`config.mk`:
```
export PLATFORM = sky130hd
export DESIGN_NAME = cluster
export DESIGN_NICKNAME = d
export VERILOG_FILES = /design/src/source/cluster_pkg.sv /design/src/source/cluster.sv /design/src/source/gbar_unit.sv /design/src/source/mem_arb.sv /design/src/source/socket.sv /design/src/source/dcr_regs.sv
export SDC_FILE = /design/constraint.sdc
export NUM_CORES = 1
export LEC_CHECK = 0
export ABC_AREA = 1
export BUFFER_PORTS_ARGS = -buffer_cell sky130_fd_sc_hd__buf_2
export CAP_MARGIN = 20
export CORE_UTILIZATION = 60
export DETAILED_ROUTE_END_ITERATION = 8
export GPL_ROUTABILITY_DRIVEN = 0
export PLACE_DENSITY_LB_ADDON = 0.08
export SLEW_MARGIN = 10
export SYNTH_ARGS = -nofsm -noshare
export SYNTH_HDL_FRONTEND = slang
export SYNTH_SLANG_ARGS = --single-unit
```
`constraint.sdc`:
```
create_clock -name clk -period 4.71 [get_ports clk]
set_clock_uncertainty 0.05 [all_clocks]
set_input_delay 0.2355 -clock clk [delete_from_list [all_inputs] [get_ports clk]]
set_output_delay 0.2355 -clock clk [all_outputs]
set_load 0.1 [all_outputs]
```
`src/source/cluster_pkg.sv`:
```
package cluster_pkg;

    // Cluster sizing
    localparam int num_sockets    = 4;
    localparam int sock_idx_width = $clog2(num_sockets);

    // Data and memory widths
    localparam int xlen           = 32;
    localparam int addr_width     = 16;
    localparam int count_width    = 8;

    // DCR bus widths
    localparam int dcr_addr_width = 8;
    localparam int dcr_data_width = 32;

    // DCR address map
    localparam logic [dcr_addr_width-1:0] dcr_start_addr = 8'h08;

    // Base of socket i at begin + 2i, its count right after
    localparam logic [dcr_addr_width-1:0] dcr_sock_begin = 8'h10;
    localparam logic [dcr_addr_width-1:0] dcr_sock_end   = 8'h18;

endpackage
```
`src/source/cluster.sv`:
```
module cluster (
    input  logic                                               clk,
    input  logic                                               rst,
    input  logic                                               dcr_write_valid,
    input  logic [cluster_pkg::dcr_addr_width-1:0]             dcr_write_addr,
    input  logic [cluster_pkg::dcr_data_width-1:0]             dcr_write_data,
    input  logic                                               mem_ack,
    input  logic [cluster_pkg::xlen-1:0]                       mem_rdata,
    output logic                                               mem_req,
    output logic [cluster_pkg::addr_width-1:0]                 mem_addr,
    output logic                                               busy,
    output logic [cluster_pkg::num_sockets-1:0]                done,
    output logic [cluster_pkg::num_sockets-1:0][cluster_pkg::xlen-1:0] sum
);
    import cluster_pkg::*;

    logic [num_sockets-1:0][addr_width-1:0]  sock_base;
    logic [num_sockets-1:0][count_width-1:0] sock_count;
    logic [num_sockets-1:0]                  sock_start;
    logic [num_sockets-1:0]                  active_mask;
    logic [num_sockets-1:0]                  sock_req;
    logic [num_sockets-1:0][addr_width-1:0]  sock_addr;
    logic [num_sockets-1:0]                  sock_ack;
    logic [xlen-1:0]                         sock_rdata;
    logic [num_sockets-1:0]                  arrive;
    logic [num_sockets-1:0]                  sock_busy;
    logic                                    bar_release;

    assign busy = |sock_busy;

    dcr_regs u_dcr_regs (
        .clk             (clk),
        .rst             (rst),
        .dcr_write_valid (dcr_write_valid),
        .dcr_write_addr  (dcr_write_addr),
        .dcr_write_data  (dcr_write_data),
        .busy            (busy),
        .sock_base       (sock_base),
        .sock_count      (sock_count),
        .sock_start      (sock_start),
        .active_mask     (active_mask)
    );

    for (genvar i = 0; i < num_sockets; i++) begin : g_socket
        socket u_socket (
            .clk         (clk),
            .rst         (rst),
            .start       (sock_start[i]),
            .base        (sock_base[i]),
            .count       (sock_count[i]),
            .sock_ack    (sock_ack[i]),
            .sock_rdata  (sock_rdata),
            .bar_release (bar_release),
            .sock_req    (sock_req[i]),
            .sock_addr   (sock_addr[i]),
            .arrive      (arrive[i]),
            .busy        (sock_busy[i]),
            .done        (done[i]),
            .sum         (sum[i])
        );
    end

    mem_arb u_mem_arb (
        .clk        (clk),
        .rst        (rst),
        .sock_req   (sock_req),
        .sock_addr  (sock_addr),
        .mem_ack    (mem_ack),
        .mem_rdata  (mem_rdata),
        .sock_ack   (sock_ack),
        .sock_rdata (sock_rdata),
        .mem_req    (mem_req),
        .mem_addr   (mem_addr)
    );

    gbar_unit u_gbar_unit (
        .clk         (clk),
        .rst         (rst),
        .arrive      (arrive),
        .active_mask (active_mask),
        .bar_release (bar_release)
    );

endmodule

```
`src/source/gbar_unit.sv`:
```
module gbar_unit (
    input  logic                                clk,
    input  logic                                rst,
    input  logic [cluster_pkg::num_sockets-1:0] arrive,
    input  logic [cluster_pkg::num_sockets-1:0] active_mask,
    output logic                                bar_release
);
    import cluster_pkg::*;

    logic [num_sockets-1:0] arrived;
    logic                   all_in;
    logic                   armed;

    assign arrived = arrive & active_mask;
    assign all_in  = (active_mask != '0) && (arrived == active_mask);

    always_ff @(posedge clk) begin
        if (rst) begin
            bar_release <= 1'b0;
            armed       <= 1'b1;
        end else begin
            bar_release <= all_in && armed;
            if (all_in && armed) begin
                armed <= 1'b0;
            end else if (arrive == '0) begin
                // Re-arm once every socket has left the barrier
                armed <= 1'b1;
            end
        end
    end

endmodule

```
`src/source/mem_arb.sv`:
```
module mem_arb (
    input  logic                                                 clk,
    input  logic                                                 rst,
    input  logic [cluster_pkg::num_sockets-1:0]                  sock_req,
    input  logic [cluster_pkg::num_sockets-1:0][cluster_pkg::addr_width-1:0] sock_addr,
    input  logic                                                 mem_ack,
    input  logic [cluster_pkg::xlen-1:0]                         mem_rdata,
    output logic [cluster_pkg::num_sockets-1:0]                  sock_ack,
    output logic [cluster_pkg::xlen-1:0]                         sock_rdata,
    output logic                                                 mem_req,
    output logic [cluster_pkg::addr_width-1:0]                   mem_addr
);
    import cluster_pkg::*;

    logic                      grant_valid;
    logic [sock_idx_width-1:0] grant_idx;
    logic [sock_idx_width-1:0] rr_ptr;
    logic [sock_idx_width-1:0] cand;
    logic [sock_idx_width-1:0] pick_idx;
    logic                      pick_valid;
    logic                      grant_done;

    // First requester at or after rr_ptr; index wraps with its width
    always_comb begin
        pick_valid = 1'b0;
        pick_idx   = rr_ptr;
        cand       = rr_ptr;
        for (int k = num_sockets - 1; k >= 0; k--) begin
            cand = rr_ptr + sock_idx_width'(k);
            if (sock_req[cand]) begin
                pick_valid = 1'b1;
                pick_idx   = cand;
            end
        end
    end

    // Handshake fully closed on both sides
    assign grant_done = grant_valid && !sock_req[grant_idx] && !mem_ack;

    always_ff @(posedge clk) begin
        if (rst) begin
            grant_valid <= 1'b0;
            grant_idx   <= '0;
            rr_ptr      <= '0;
        end else if (grant_done) begin
            grant_valid <= 1'b0;
            rr_ptr      <= grant_idx + sock_idx_width'(1);
        end else if (!grant_valid && pick_valid) begin
            grant_valid <= 1'b1;
            grant_idx   <= pick_idx;
        end
    end

    assign mem_req    = grant_valid && sock_req[grant_idx];
    assign mem_addr   = sock_addr[grant_idx];
    assign sock_rdata = mem_rdata;

    always_comb begin
        sock_ack            = '0;
        sock_ack[grant_idx] = grant_valid && mem_ack;
    end

endmodule

```
`src/source/socket.sv`:
```
module socket (
    input  logic                                 clk,
    input  logic                                 rst,
    input  logic                                 start,
    input  logic [cluster_pkg::addr_width-1:0]   base,
    input  logic [cluster_pkg::count_width-1:0]  count,
    input  logic                                 sock_ack,
    input  logic [cluster_pkg::xlen-1:0]         sock_rdata,
    input  logic                                 bar_release,
    output logic                                 sock_req,
    output logic [cluster_pkg::addr_width-1:0]   sock_addr,
    output logic                                 arrive,
    output logic                                 busy,
    output logic                                 done,
    output logic [cluster_pkg::xlen-1:0]         sum
);
    import cluster_pkg::*;

    typedef enum logic [2:0] {
        st_idle,
        st_req,
        st_ack_low,
        st_bar,
        st_done
    } state_t;

    state_t                 state;
    logic [addr_width-1:0]  addr;
    logic [count_width-1:0] remaining;
    logic                   launch;
    logic                   word_in;

    assign launch  = start && ((state == st_idle) || (state == st_done));
    assign word_in = (state == st_req) && sock_ack;

    always_ff @(posedge clk) begin
        if (rst) begin
            state <= st_idle;
            sum   <= '0;
        end else begin
            case (state)
                st_idle, st_done: begin
                    if (launch) begin
                        sum   <= '0;
                        // Empty block joins the barrier right away
                        state <= (count == '0) ? st_bar : st_req;
                    end
                end
                st_req: begin
                    if (sock_ack) begin
                        sum   <= sum + sock_rdata;
                        state <= st_ack_low;
                    end
                end
                st_ack_low: begin
                    // Next req only once ack is back low
                    if (!sock_ack) begin
                        state <= (remaining == '0) ? st_bar : st_req;
                    end
                end
                st_bar: begin
                    if (bar_release) begin
                        state <= st_done;
                    end
                end
                default: state <= st_idle;
            endcase
        end
    end

    // Address walk wraps at addr_width
    always_ff @(posedge clk) begin
        if (launch) begin
            addr      <= base;
            remaining <= count;
        end else if (word_in) begin
            addr      <= addr + addr_width'(1);
            remaining <= remaining - count_width'(1);
        end
    end

    assign sock_req  = (state == st_req);
    assign sock_addr = addr;
    assign arrive    = (state == st_bar);
    assign done      = (state == st_done);

    // Busy already covers the start pulse cycle
    assign busy = start
               || (state == st_req)
               || (state == st_ack_low)
               || (state == st_bar);

endmodule

```
`src/source/dcr_regs.sv`:
```
module dcr_regs (
    input  logic                                                  clk,
    input  logic                                                  rst,
    input  logic                                                  dcr_write_valid,
    input  logic [cluster_pkg::dcr_addr_width-1:0]                dcr_write_addr,
    input  logic [cluster_pkg::dcr_data_width-1:0]                dcr_write_data,
    input  logic                                                  busy,
    output logic [cluster_pkg::num_sockets-1:0][cluster_pkg::addr_width-1:0]  sock_base,
    output logic [cluster_pkg::num_sockets-1:0][cluster_pkg::count_width-1:0] sock_count,
    output logic [cluster_pkg::num_sockets-1:0]                   sock_start,
    output logic [cluster_pkg::num_sockets-1:0]                   active_mask
);
    import cluster_pkg::*;

    logic                      sock_hit;
    logic                      start_hit;
    logic [sock_idx_width-1:0] sock_sel;

    assign sock_hit = dcr_write_valid
                   && (dcr_write_addr >= dcr_sock_begin)
                   && (dcr_write_addr < dcr_sock_end);

    // Two registers per socket
    assign sock_sel = sock_idx_width'((dcr_write_addr - dcr_sock_begin) >> 1);

    // Start is dropped while any socket still runs
    assign start_hit = dcr_write_valid && (dcr_write_addr == dcr_start_addr) && !busy;

    always_ff @(posedge clk) begin
        if (sock_hit) begin
            if (dcr_write_addr[0]) begin
                sock_count[sock_sel] <= dcr_write_data[count_width-1:0];
            end else begin
                sock_base[sock_sel] <= dcr_write_data[addr_width-1:0];
            end
        end
    end

    always_ff @(posedge clk) begin
        if (rst) begin
            sock_start  <= '0;
            active_mask <= '0;
        end else begin
            sock_start <= start_hit ? dcr_write_data[num_sockets-1:0] : '0;
            if (start_hit) begin
                active_mask <= dcr_write_data[num_sockets-1:0];
            end
        end
    end

endmodule

```
**Yosys cells after proc, flatten, opt, wreduce, memory -nomap -nowiden**

Index checks and enable logic that the tools add are counted.

- Register bits: 347
- Output and inout bits: 150
- Bits of input ports: 76

- Reduce and logical (&&, ||, !) cells: 82
- $add $sub $neg: 17
- Mux-type cells: 83
- Magnitude comparators: 10
- Bitwise logic cells: 5
- Eq/ne operators: 34

Operators with widths:

| operator | count |
|---|---|
| $mux 32 | 8 |
| $pmux 32 s2 | 4 |
| $mux 16 | 10 |
| $add 32x32->32 | 4 |
| $mux 8 | 9 |
| $add 16x1->16 const B | 4 |
| $bwmux 64 | 1 |
| $logic_not 8->1 | 8 |
| $pmux 3 s4 | 4 |
| $mux 3 | 13 |
| $bmux 16 s2 | 1 |
| $bwmux 32 | 1 |
| $demux 16 s2 | 1 |
| $sub 8x1->8 const B | 4 |
| $eq 3x2->1 const B | 8 |
| $mux 2 | 12 |
| $logic_and 1x1->1 | 21 |
| $lt 2x3->1 const B | 6 |
| $reduce_bool 2->1 | 9 |
| $demux 8 s2 | 1 |
| $logic_or 1x1->1 | 16 |
| $ne 2x1->1 const B | 8 |
| $ne 2x2->1 const B | 8 |
| $reduce_and 4->1 | 4 |
| other kinds (23) | 66 |

**Logic depth before layout (Yosys ltp)**

Gate-level depths: netlist of the first run.

- Depth after elaboration: 9
- Mapped depth: 14
- Depth with buffers taken out: 14

**Cells and area by module**

From an unflattened synthesis of the first run, not the netlist that was laid out.

- Cell total of the unflattened synthesis: 3678
- Area, all modules: 25055.3 um^2

Modules (own cells, without submodules):

| module | cells each | sequential area each (um^2) | area an instance (um^2) | times used |
|---|---|---|---|---|
| socket at g_socket[1].u_socket ... | 819 | 1421.4 | 5136.2 | 2 |
| socket at g_socket[3].u_socket | 822 | 1421.4 | 5047.3 | 1 |
| socket at g_socket[0].u_socket | 818 | 1421.4 | 5037.3 | 1 |
| dcr_regs | 152 | 3042.9 | 3330.7 | 1 |
| mem_arb | 221 | 100.1 | 1227.4 | 1 |
| gbar_unit | 24 | 40.0 | 128.9 | 1 |
| cluster | 3 | 0.0 | 11.3 | 1 |

**Least setup slack after synthesis of the first run**

Ideal clock, no wire load.

- Path kind: reg2reg
- Start: reg u_mem_arb.grant_idx[0]
- End: reg g_socket[0].u_socket.sum[31] (netlist name)
- Library setup time: 0.132 ns
- Slack: 1.883 ns
- Arrival: 2.645 ns
- Data required time: 4.528 ns
- Path buffers: 4
- Cell stages (with the launch flop): 14
- Cell sequence: dfxtp_1 clkbuf_1 inv_1 buf_2 clkbuf_1 ha_1 inv_1 nor2_2 inv_1 o21ai_2 inv_1 buf_2 nand2_1 a21oi_1

- Longest elaborated chain between the ends: 7
- Elaborated cells on any way between the ends: 8
- Those cells by class: order compare: 2; eq/ne: 1; mux: 2; bitwise: 1; reduce/logical: 2

RTL lines:

| item | line | text |
|---|---|---|
| start: declaration | mem_arb.sv:16 | `logic [sock_idx_width-1:0] grant_idx;` |
| start signal: assignment | mem_arb.sv:50 | `grant_idx <= pick_idx;` |
| $lt 2x3->1 (not written as such) or $ge 2x1->1 (tied branches) | mem_arb.sv:60 | `sock_ack[grant_idx] = grant_valid && mem_ack;` |
| $logic_and 1x1->1 | mem_arb.sv:60 |  |
| $mux 1 (not written as such) | mem_arb.sv:60 |  |
| $demux 1 s2 (*) | - |  |
| $and 4x4->4 (no source line) (*) | - |  |
| $ne 2x2->1 (no source line) (*) | - |  |
| $reduce_and 3->1 (no source line) (*) | - |  |
| end signal: assignment | socket.sv:51 | `sum <= sum + sock_rdata;` |
| end: declaration | socket.sv:15 | `output logic [cluster_pkg::xlen-1:0] sum` |

Mark *: on every way between the ends. The rest lies on a longest branch, timed or not.
A chain may end at the register's enable or synchronous reset.

**Worst setup path in the final report of the first run**

- Start: reg u_mem_arb.grant_idx[0]
- End: out mem_addr[5] (netlist name)

- Longest elaborated chain between the ends: 2

RTL lines:

| item | line | text |
|---|---|---|
| $bmux 16 s2 | mem_arb.sv:55 | `assign mem_addr = sock_addr[grant_idx];` |
| $mux 16 (not written as such) | mem_arb.sv:55 |  |
| end: declaration | cluster.sv:10 | `output logic [cluster_pkg::addr_width-1:0] mem_addr,` |

No other way between the ends. The select of a mux whose other input is x is not followed.

==> impl_metrics.py, run 1 <==
metrics = {
    "die": {
        "io_pins": 226,
        "die_area_sq_um": 42300,
        "initial_core_util": 0.6096,
        "die_w_microns": 205.7,
        "die_height_microns": 205.7,
        "core_sq_um": 40830,
        "fp-row-count": 74,
    },
    "final_layout": {
        "ff_latch_area_sq_um": 8869,
        "fillCellCount": 3725,
        "final_nets": 4164,
        "design_area_sq_um": 27810,
        "drive_gt1_frac": 0.09166,
        "multiInputGateArea_sq_um": 13410,
        "area.growth.synth_to_final_pct": 11.73,
        "fin_cells": 4504,
    },
    "synthesis": {
        "synthTopCellsByArea": "edfxtp_1 23%, nand2_1 20%, dfxtp_1 12%",
        "yosysSeqAreaShare": 0.3563,
        "ys_types": 52,
        "syn_nets": 3953,
        "synth_cells": 3733,
        "async_reset_ff_frac": 0,
        "synthFlopType": "edfxtp_1",
        "synth_warnings": 0,
        "synth-seq-cells": 347,
        "synth_edf_count": 192,
        "synth_top_area_share": 0.2316,
        "yosysTopAreaCell": "edfxtp_1",
        "syn_area_sq_um": 24890,
        "syn_area_per_cell_sq_um": 6.668,
    },
    "critical_path": {
        "worstSetupPathType": "reg2out",
        "required_ns": 4.42,
        "cp.arrival_ns": 3.20,
        "cp_max_fo": 43,
        "cp-start-kind": "flip-flop",
        "cp-end-kind": "output pin",
    },
    "timing": {
        "tightest_slew_ns": 0.9926,
        "fmax_mhz": 287.3,
        "period_share": 0.7391,
        "relSlewSlack": 0.3383,
        "rsz0062_at_grt": "no",
        "final_max_slew_viol_count": 0,
        "fin_crit_ns": 3.481,
        "fin_setup_tns_ns": 0,
        "hold_violations": 0,
        "setup_viol": 0,
    },
    "global_routing": {
        "grt_usage": 0.3449,
        "grt_pass1_vias": 21530,
        "grt_max_degree": 84,
        "antenna_found_initial": 0,
        "overflow": 0,
        "grt_pass1_wl_mm": 113.2,
    },
    "clocking": {
        "clkSinkCount": 347,
        "cts_hold_buffers": 8,
        "cts_tree": "done",
        "cts.repair.resized": 0,
        "clockRootBuffer": "clkbuf_16",
        "numCtsBuffers": 41,
        "clk_pin_slew_ns": 0.06,
        "cts_setup_buffers": 0,
        "h-tree-depth": 2,
        "cts_buffer_depth": 3,
        "clk_latency_ns": 0.56,
    },
    "route": {
        "drtAntennaViolNets": 0,
        "vias_per_cell": 5.423,
        "drtPass1Iterations": 6,
        "drt_iter0_drc": 2131,
        "routed_wirelength_mm": 73.33,
        "drc": 0,
        "wl_per_cell_microns": 16.28,
        "vias": 24430,
    },
    "place": {
        "hpwl_mm": 55.77,
        "dp.cells": 4424,
        "io_buffers": 209,
        "postPlaceCellArea_sq_um": 26470,
    },
    "pwr": {
        "power_leakage_uw": 0.01380,
        "max-vdd-ir-drop_mv": 0.8420,
        "power.density_nw_per_um2": 290.1,
        "power_uw": 8069,
    },
    "flow_run": {
        "cap_violations": 0,
    },
    "hold_path": {
        "min_path_type": "in2reg",
    },
    "status": {
        "status": "completed",
    },
}
[final cells by class]
class	count	area share
multi-input combinational	2700	0.4823
sequential	347	0.3189
inverter	614	0.08287
timing repair buffer	240	0.04751
clock buffer	57	0.04013
tap	532	0.02393
clock inverter	13	0.004274
antenna	1	0.00008998
[registers in the layout, indices dropped and copies added (netlist names)]
register                     cells
u_dcr_regs.sock_count           32
u_mem_arb.grant_valid            1
g_socket.u_socket.sum          128
u_gbar_unit.armed                1
u_mem_arb.grant_idx              2
g_socket.u_socket.remaining     32
u_dcr_regs.active_mask           4
g_socket.u_socket.sock_addr     64
g_socket.u_socket.state         12
u_mem_arb.rr_ptr                 2
u_dcr_regs.sock_start            4
u_gbar_unit.bar_release          1
u_dcr_regs.sock_base            64
[worst paths after layout]
path / cells after the start / slack [ns] / startpoint / endpoint
setup reg to reg: 10 / 1.42 / u_mem_arb.grant_idx[1]$_SDFFE_PP0P_ / g_socket[0].u_socket.sum[6]$_SDFFE_PP0P_
hold / removal: 1 / 0.02 / dcr_write_data[6] / u_dcr_regs.sock_base[38]$_DFFE_PP_
hold reg to reg: 2 / 0.43 / u_gbar_unit.armed$_SDFFE_PP1P_ / u_gbar_unit.bar_release$_SDFF_PP0_
setup / recovery: 6 / 1.23 / u_mem_arb.grant_idx[0]$_SDFFE_PP0P_ / mem_addr[5]
[stage by stage]
stage | hold WS, ns | setup slack, ns | utilization
global placement | 0.4161 | 1.584 | 0.6480
detailed placement | 0.4159 | 1.537 | 0.6482
CTS | 0.003869 | 1.309 | 0.6804
floorplan | 0.2844 | 1.883 | -
finish | 0.02337 | 1.229 | 0.6811
global route | 0.01067 | 0.9905 | 0.6810
[critical path: stages, from the launching register on]
cell     delay, ns
dfxtp_1       0.90
inv_1         0.30
buf_4         0.34
o21ai_0       0.30
a21oi_1       0.12
a21oi_1       0.19
buf_2         0.45
[routing by layer]
layer | global-route usage | vias to the layer above | part of all wire
met2 | 0.5611 | 968 | 0.45
met5 | 0 | - | 0
met4 | 0.1918 | 0 | 0.059
met1 | 0.4407 | 10820 | 0.41
li1 | - | 12440 | -
met3 | 0.04799 | 200 | 0.077
[cells in the mapped netlist, types with 26 or more instances]
master    number
edfxtp_1     192
dfxtp_1      155
xor2_1        36
nor3_1        63
a21oi_1      256
ha_1         140
nor2_1       267
buf_2         26
nand4_1       43
clkbuf_1      37
inv_1        604
o21ai_0      136
nand2_1     1305
nand3_1      238
[report_power, final]
part	leakage (uW)	switching (uW)	internal, uW	total [uW]
sequential	0.00298	69.1	3230	3300
clock	0.000599	1290	1760	3050
combinational	0.0102	1360	364	1720
[logic make-up (layout without fill, tap and decap cells)]
logic type	after synthesis	in the layout	share of synthesized area
adders and majority gates	144	144	0.07359
AOI/OAI and AO/OA	463	463	0.09933
and+or+nand+nor	2035	2035	0.3442
DFF	347	347	0.3563
xor gates and xnor gates	58	58	0.02041
buffers and inverters	686	924	0.1061
other	0	1	0
[placed cells by master, fill, tap and decap left out, types with 136 or more instances in the layout]
cell | Yosys | layout
nand2_1 | 1305 | 1305
inv_1 | 604 | 604
nor2_1 | 267 | 260
a21oi_1 | 256 | 256
nand3_1 | 238 | 238
buf_2 | 26 | 208
edfxtp_1 | 192 | 192
dfxtp_1 | 155 | 155
ha_1 | 140 | 140
o21ai_0 | 136 | 136
(Power assumes the default switching activity.)
==> inputs of run 2 (changes only) <==
Settings changed: CORE_UTILIZATION 60 to 55.
Clock period 4.71 ns to 2.9 ns, I/O delays scaled along.
==> run 2 against run 1 <==
Effect of this change:
- global-route usage is 2.7 points lower
- sequential power up 62%
- cell area rose by 2.2%
- power increased by 71%
- non-clock buffer count up 24
- sequential cell count stayed put
- clock power grew 76%
- sequential share of layout area decreased by 0.68 points
- critical path type unchanged
==> impl_metrics.py, run 2 (synthesized netlist as in run 1, its figures left out) <==
metrics = {
    "pwr": {
        "power_uw": 13800,
        "power.switching_uw": 4593,
        "switching_share": 0.3328,
        "p_comb_frac": 0.225,
        "p_seq_frac": 0.386,
        "power.density_nw_per_um2": 485.8,
        "max-vdd-ir-drop_mv": 0.9215,
        "p_int_uw": 9210,
        "clock_power_share": 0.389,
        "power_leakage_uw": 0.01405,
    },
    "die": {
        "io_pins": 226,
        "initial_core_util": 0.5604,
        "die_height_microns": 214.7,
        "die_area_sq_um": 46110,
        "core_sq_um": 44410,
        "die_w_microns": 214.7,
        "fp-row-count": 77,
    },
    "timing": {
        "final_max_slew_viol_count": 0,
        "fin_crit_ns": 2.621,
        "period_share": 0.9038,
        "fin_setup_tns_ns": 0,
        "relSlewSlack": 0.4821,
        "tightest_slew_ns": 0.7761,
        "rsz0062_at_grt": "no",
        "hold_violations": 0,
        "fmax_mhz": 381.5,
        "setup_viol": 0,
    },
    "final_layout": {
        "layout_common_cells": "1305 x nand2_1, 604 x inv_1, 260 x nor2_1",
        "largest_register_ffs": 128,
        "fin_cells": 4596,
        "drive_gt1_frac": 0.09670,
        "area.growth.synth_to_final_pct": 14.17,
        "final_nets": 4189,
        "regMostFlops": "g_socket.u_socket.sum",
        "mostFrequentLayoutCell": "nand2_1",
    },
    "critical_path": {
        "cp_max_fo": 27,
        "required_ns": 2.71,
        "cp-start-kind": "flip-flop",
        "cp.arrival_ns": 2.43,
        "worstSetupPathType": "reg2out",
        "reg2reg_depth": 9,
        "cp-end-kind": "output pin",
    },
    "global_routing": {
        "overflow": 0,
        "grt_pass1_wl_mm": 115.9,
        "antenna_found_initial": 2,
        "grt_max_degree": 47,
        "grt_pass1_vias": 21910,
        "grt_usage": 0.3180,
    },
    "clocking": {
        "cts_buffer_depth": 3,
        "cts.repair.resized": 0,
        "clk_pin_slew_ns": 0.06,
        "clockRootBuffer": "clkbuf_16",
        "numCtsBuffers": 42,
        "clkSinkCount": 347,
        "cts_tree": "done",
        "clk_latency_ns": 0.59,
        "h-tree-depth": 2,
    },
    "route": {
        "drt_iter0_drc": 2047,
        "drtPass1Iterations": 5,
        "vias": 24220,
        "routed_wirelength_mm": 73.92,
        "vias_per_cell": 5.269,
        "wl_per_cell_microns": 16.08,
        "drtAntennaViolNets": 0,
        "drc": 0,
    },
    "status": {
        "status": "completed",
    },
    "place": {
        "hpwl_mm": 56.89,
        "io_buffers": 209,
        "dp.cells": 4495,
    },
    "flow_run": {
        "cap_violations": 0,
    },
    "hold_path": {
        "hold_depth": 3,
        "min_path_type": "in2reg",
    },
}
==> run 2: cell count changes in the layout (fill, tap and decap cells not counted), moves of 2 or more <==
cell / change
bufinv_16: +2
buf_2: -12
inv_6: -2
dlygate4sd3_1: +14
buf_4: +11
buf_12: +12
clkbuf_16: +2
clkbuf_1: -6
clkinvlp_4: +2
clkinv_2: +7
clkinv_8: +2
==> run 2: path summary, 6_finish.rpt <==
path / start / endpoint / slack [ns]
min: dcr_write_addr[1] / u_dcr_regs.sock_base[30]$_DFFE_PP_ / 0.04
max reg2reg: u_mem_arb.grant_idx[1]$_SDFFE_PP0P_ / g_socket[0].u_socket.sum[26]$_SDFFE_PP0P_ / 0.51
max: u_mem_arb.grant_idx[1]$_SDFFE_PP0P_ / mem_addr[3] / 0.28
min reg2reg: g_socket[3].u_socket.sum[0]$_SDFFE_PP0P_ / g_socket[3].u_socket.sum[0]$_SDFFE_PP0P_ / 0.43
==> run 2: layout make-up <==
cell class | instances | area (sq um)
sequential | 347 | 8869
clock buffer | 53 | 1144
timing repair buffer | 264 | 1697
antenna | 2 | 5.005
inverter | 614 | 2305
multi-input combinational | 2700 | 13410
clock inverter | 24 | 244.0
tap | 592 | 740.7
fill | 4233 | 16000
==> run 2: what timing repair did <==
item                      CTS  global route
hold endpoints to repair  141             0
hold buffers               22             0
buffers inserted            0             0
==> run 2: per-layer routing <==
layer / global-route usage / vias to the layer above / part of all wire
li1: - / 12470 / -
met3: 0.03836 / 164 / 0.065
met2: 0.5238 / 787 / 0.45
met4: 0.1536 / 0 / 0.050
met1: 0.4146 / 10800 / 0.43
met5: 0 / - / 0
==> run 2: critical path, stage by stage (launching register included) <==
cell,delay [ns]
dfxtp_1,0.41
inv_1,0.19
buf_4,0.30
o21ai_0,0.21
o22ai_1,0.25
buf_2,0.48
==> run 2: power by group through the flow <==
| stage | clock network (uW) | logic, uW | registers, uW |
|---|---|---|---|
| final | 5360 | 3110 | 5330 |
| after global routing | 5630 | 3310 | 5340 |
| after CTS | 5460 | 3090 | 5330 |
| after detailed placement | 0 | 3060 | 5430 |
| after global placement | 0 | 3060 | 5430 |
| after floorplan | 0 | 2140 | 5460 |
==> run 2: stage by stage <==
step	setup slack, ns	instance area [sq um]	hold slack [ns]	utilization
3_5_place_dp	0.5601	26800	0.3766	0.6035
2_1_floorplan	0.07251	24890	0.1939	-
6_report	0.2790	28420	0.03717	0.6398
4_1_cts	0.2865	28410	0.01054	0.6397
5_1_grt	0.2048	28410	0.04828	0.6397
3_3_place_gp	0.6074	26800	0.3752	0.6035
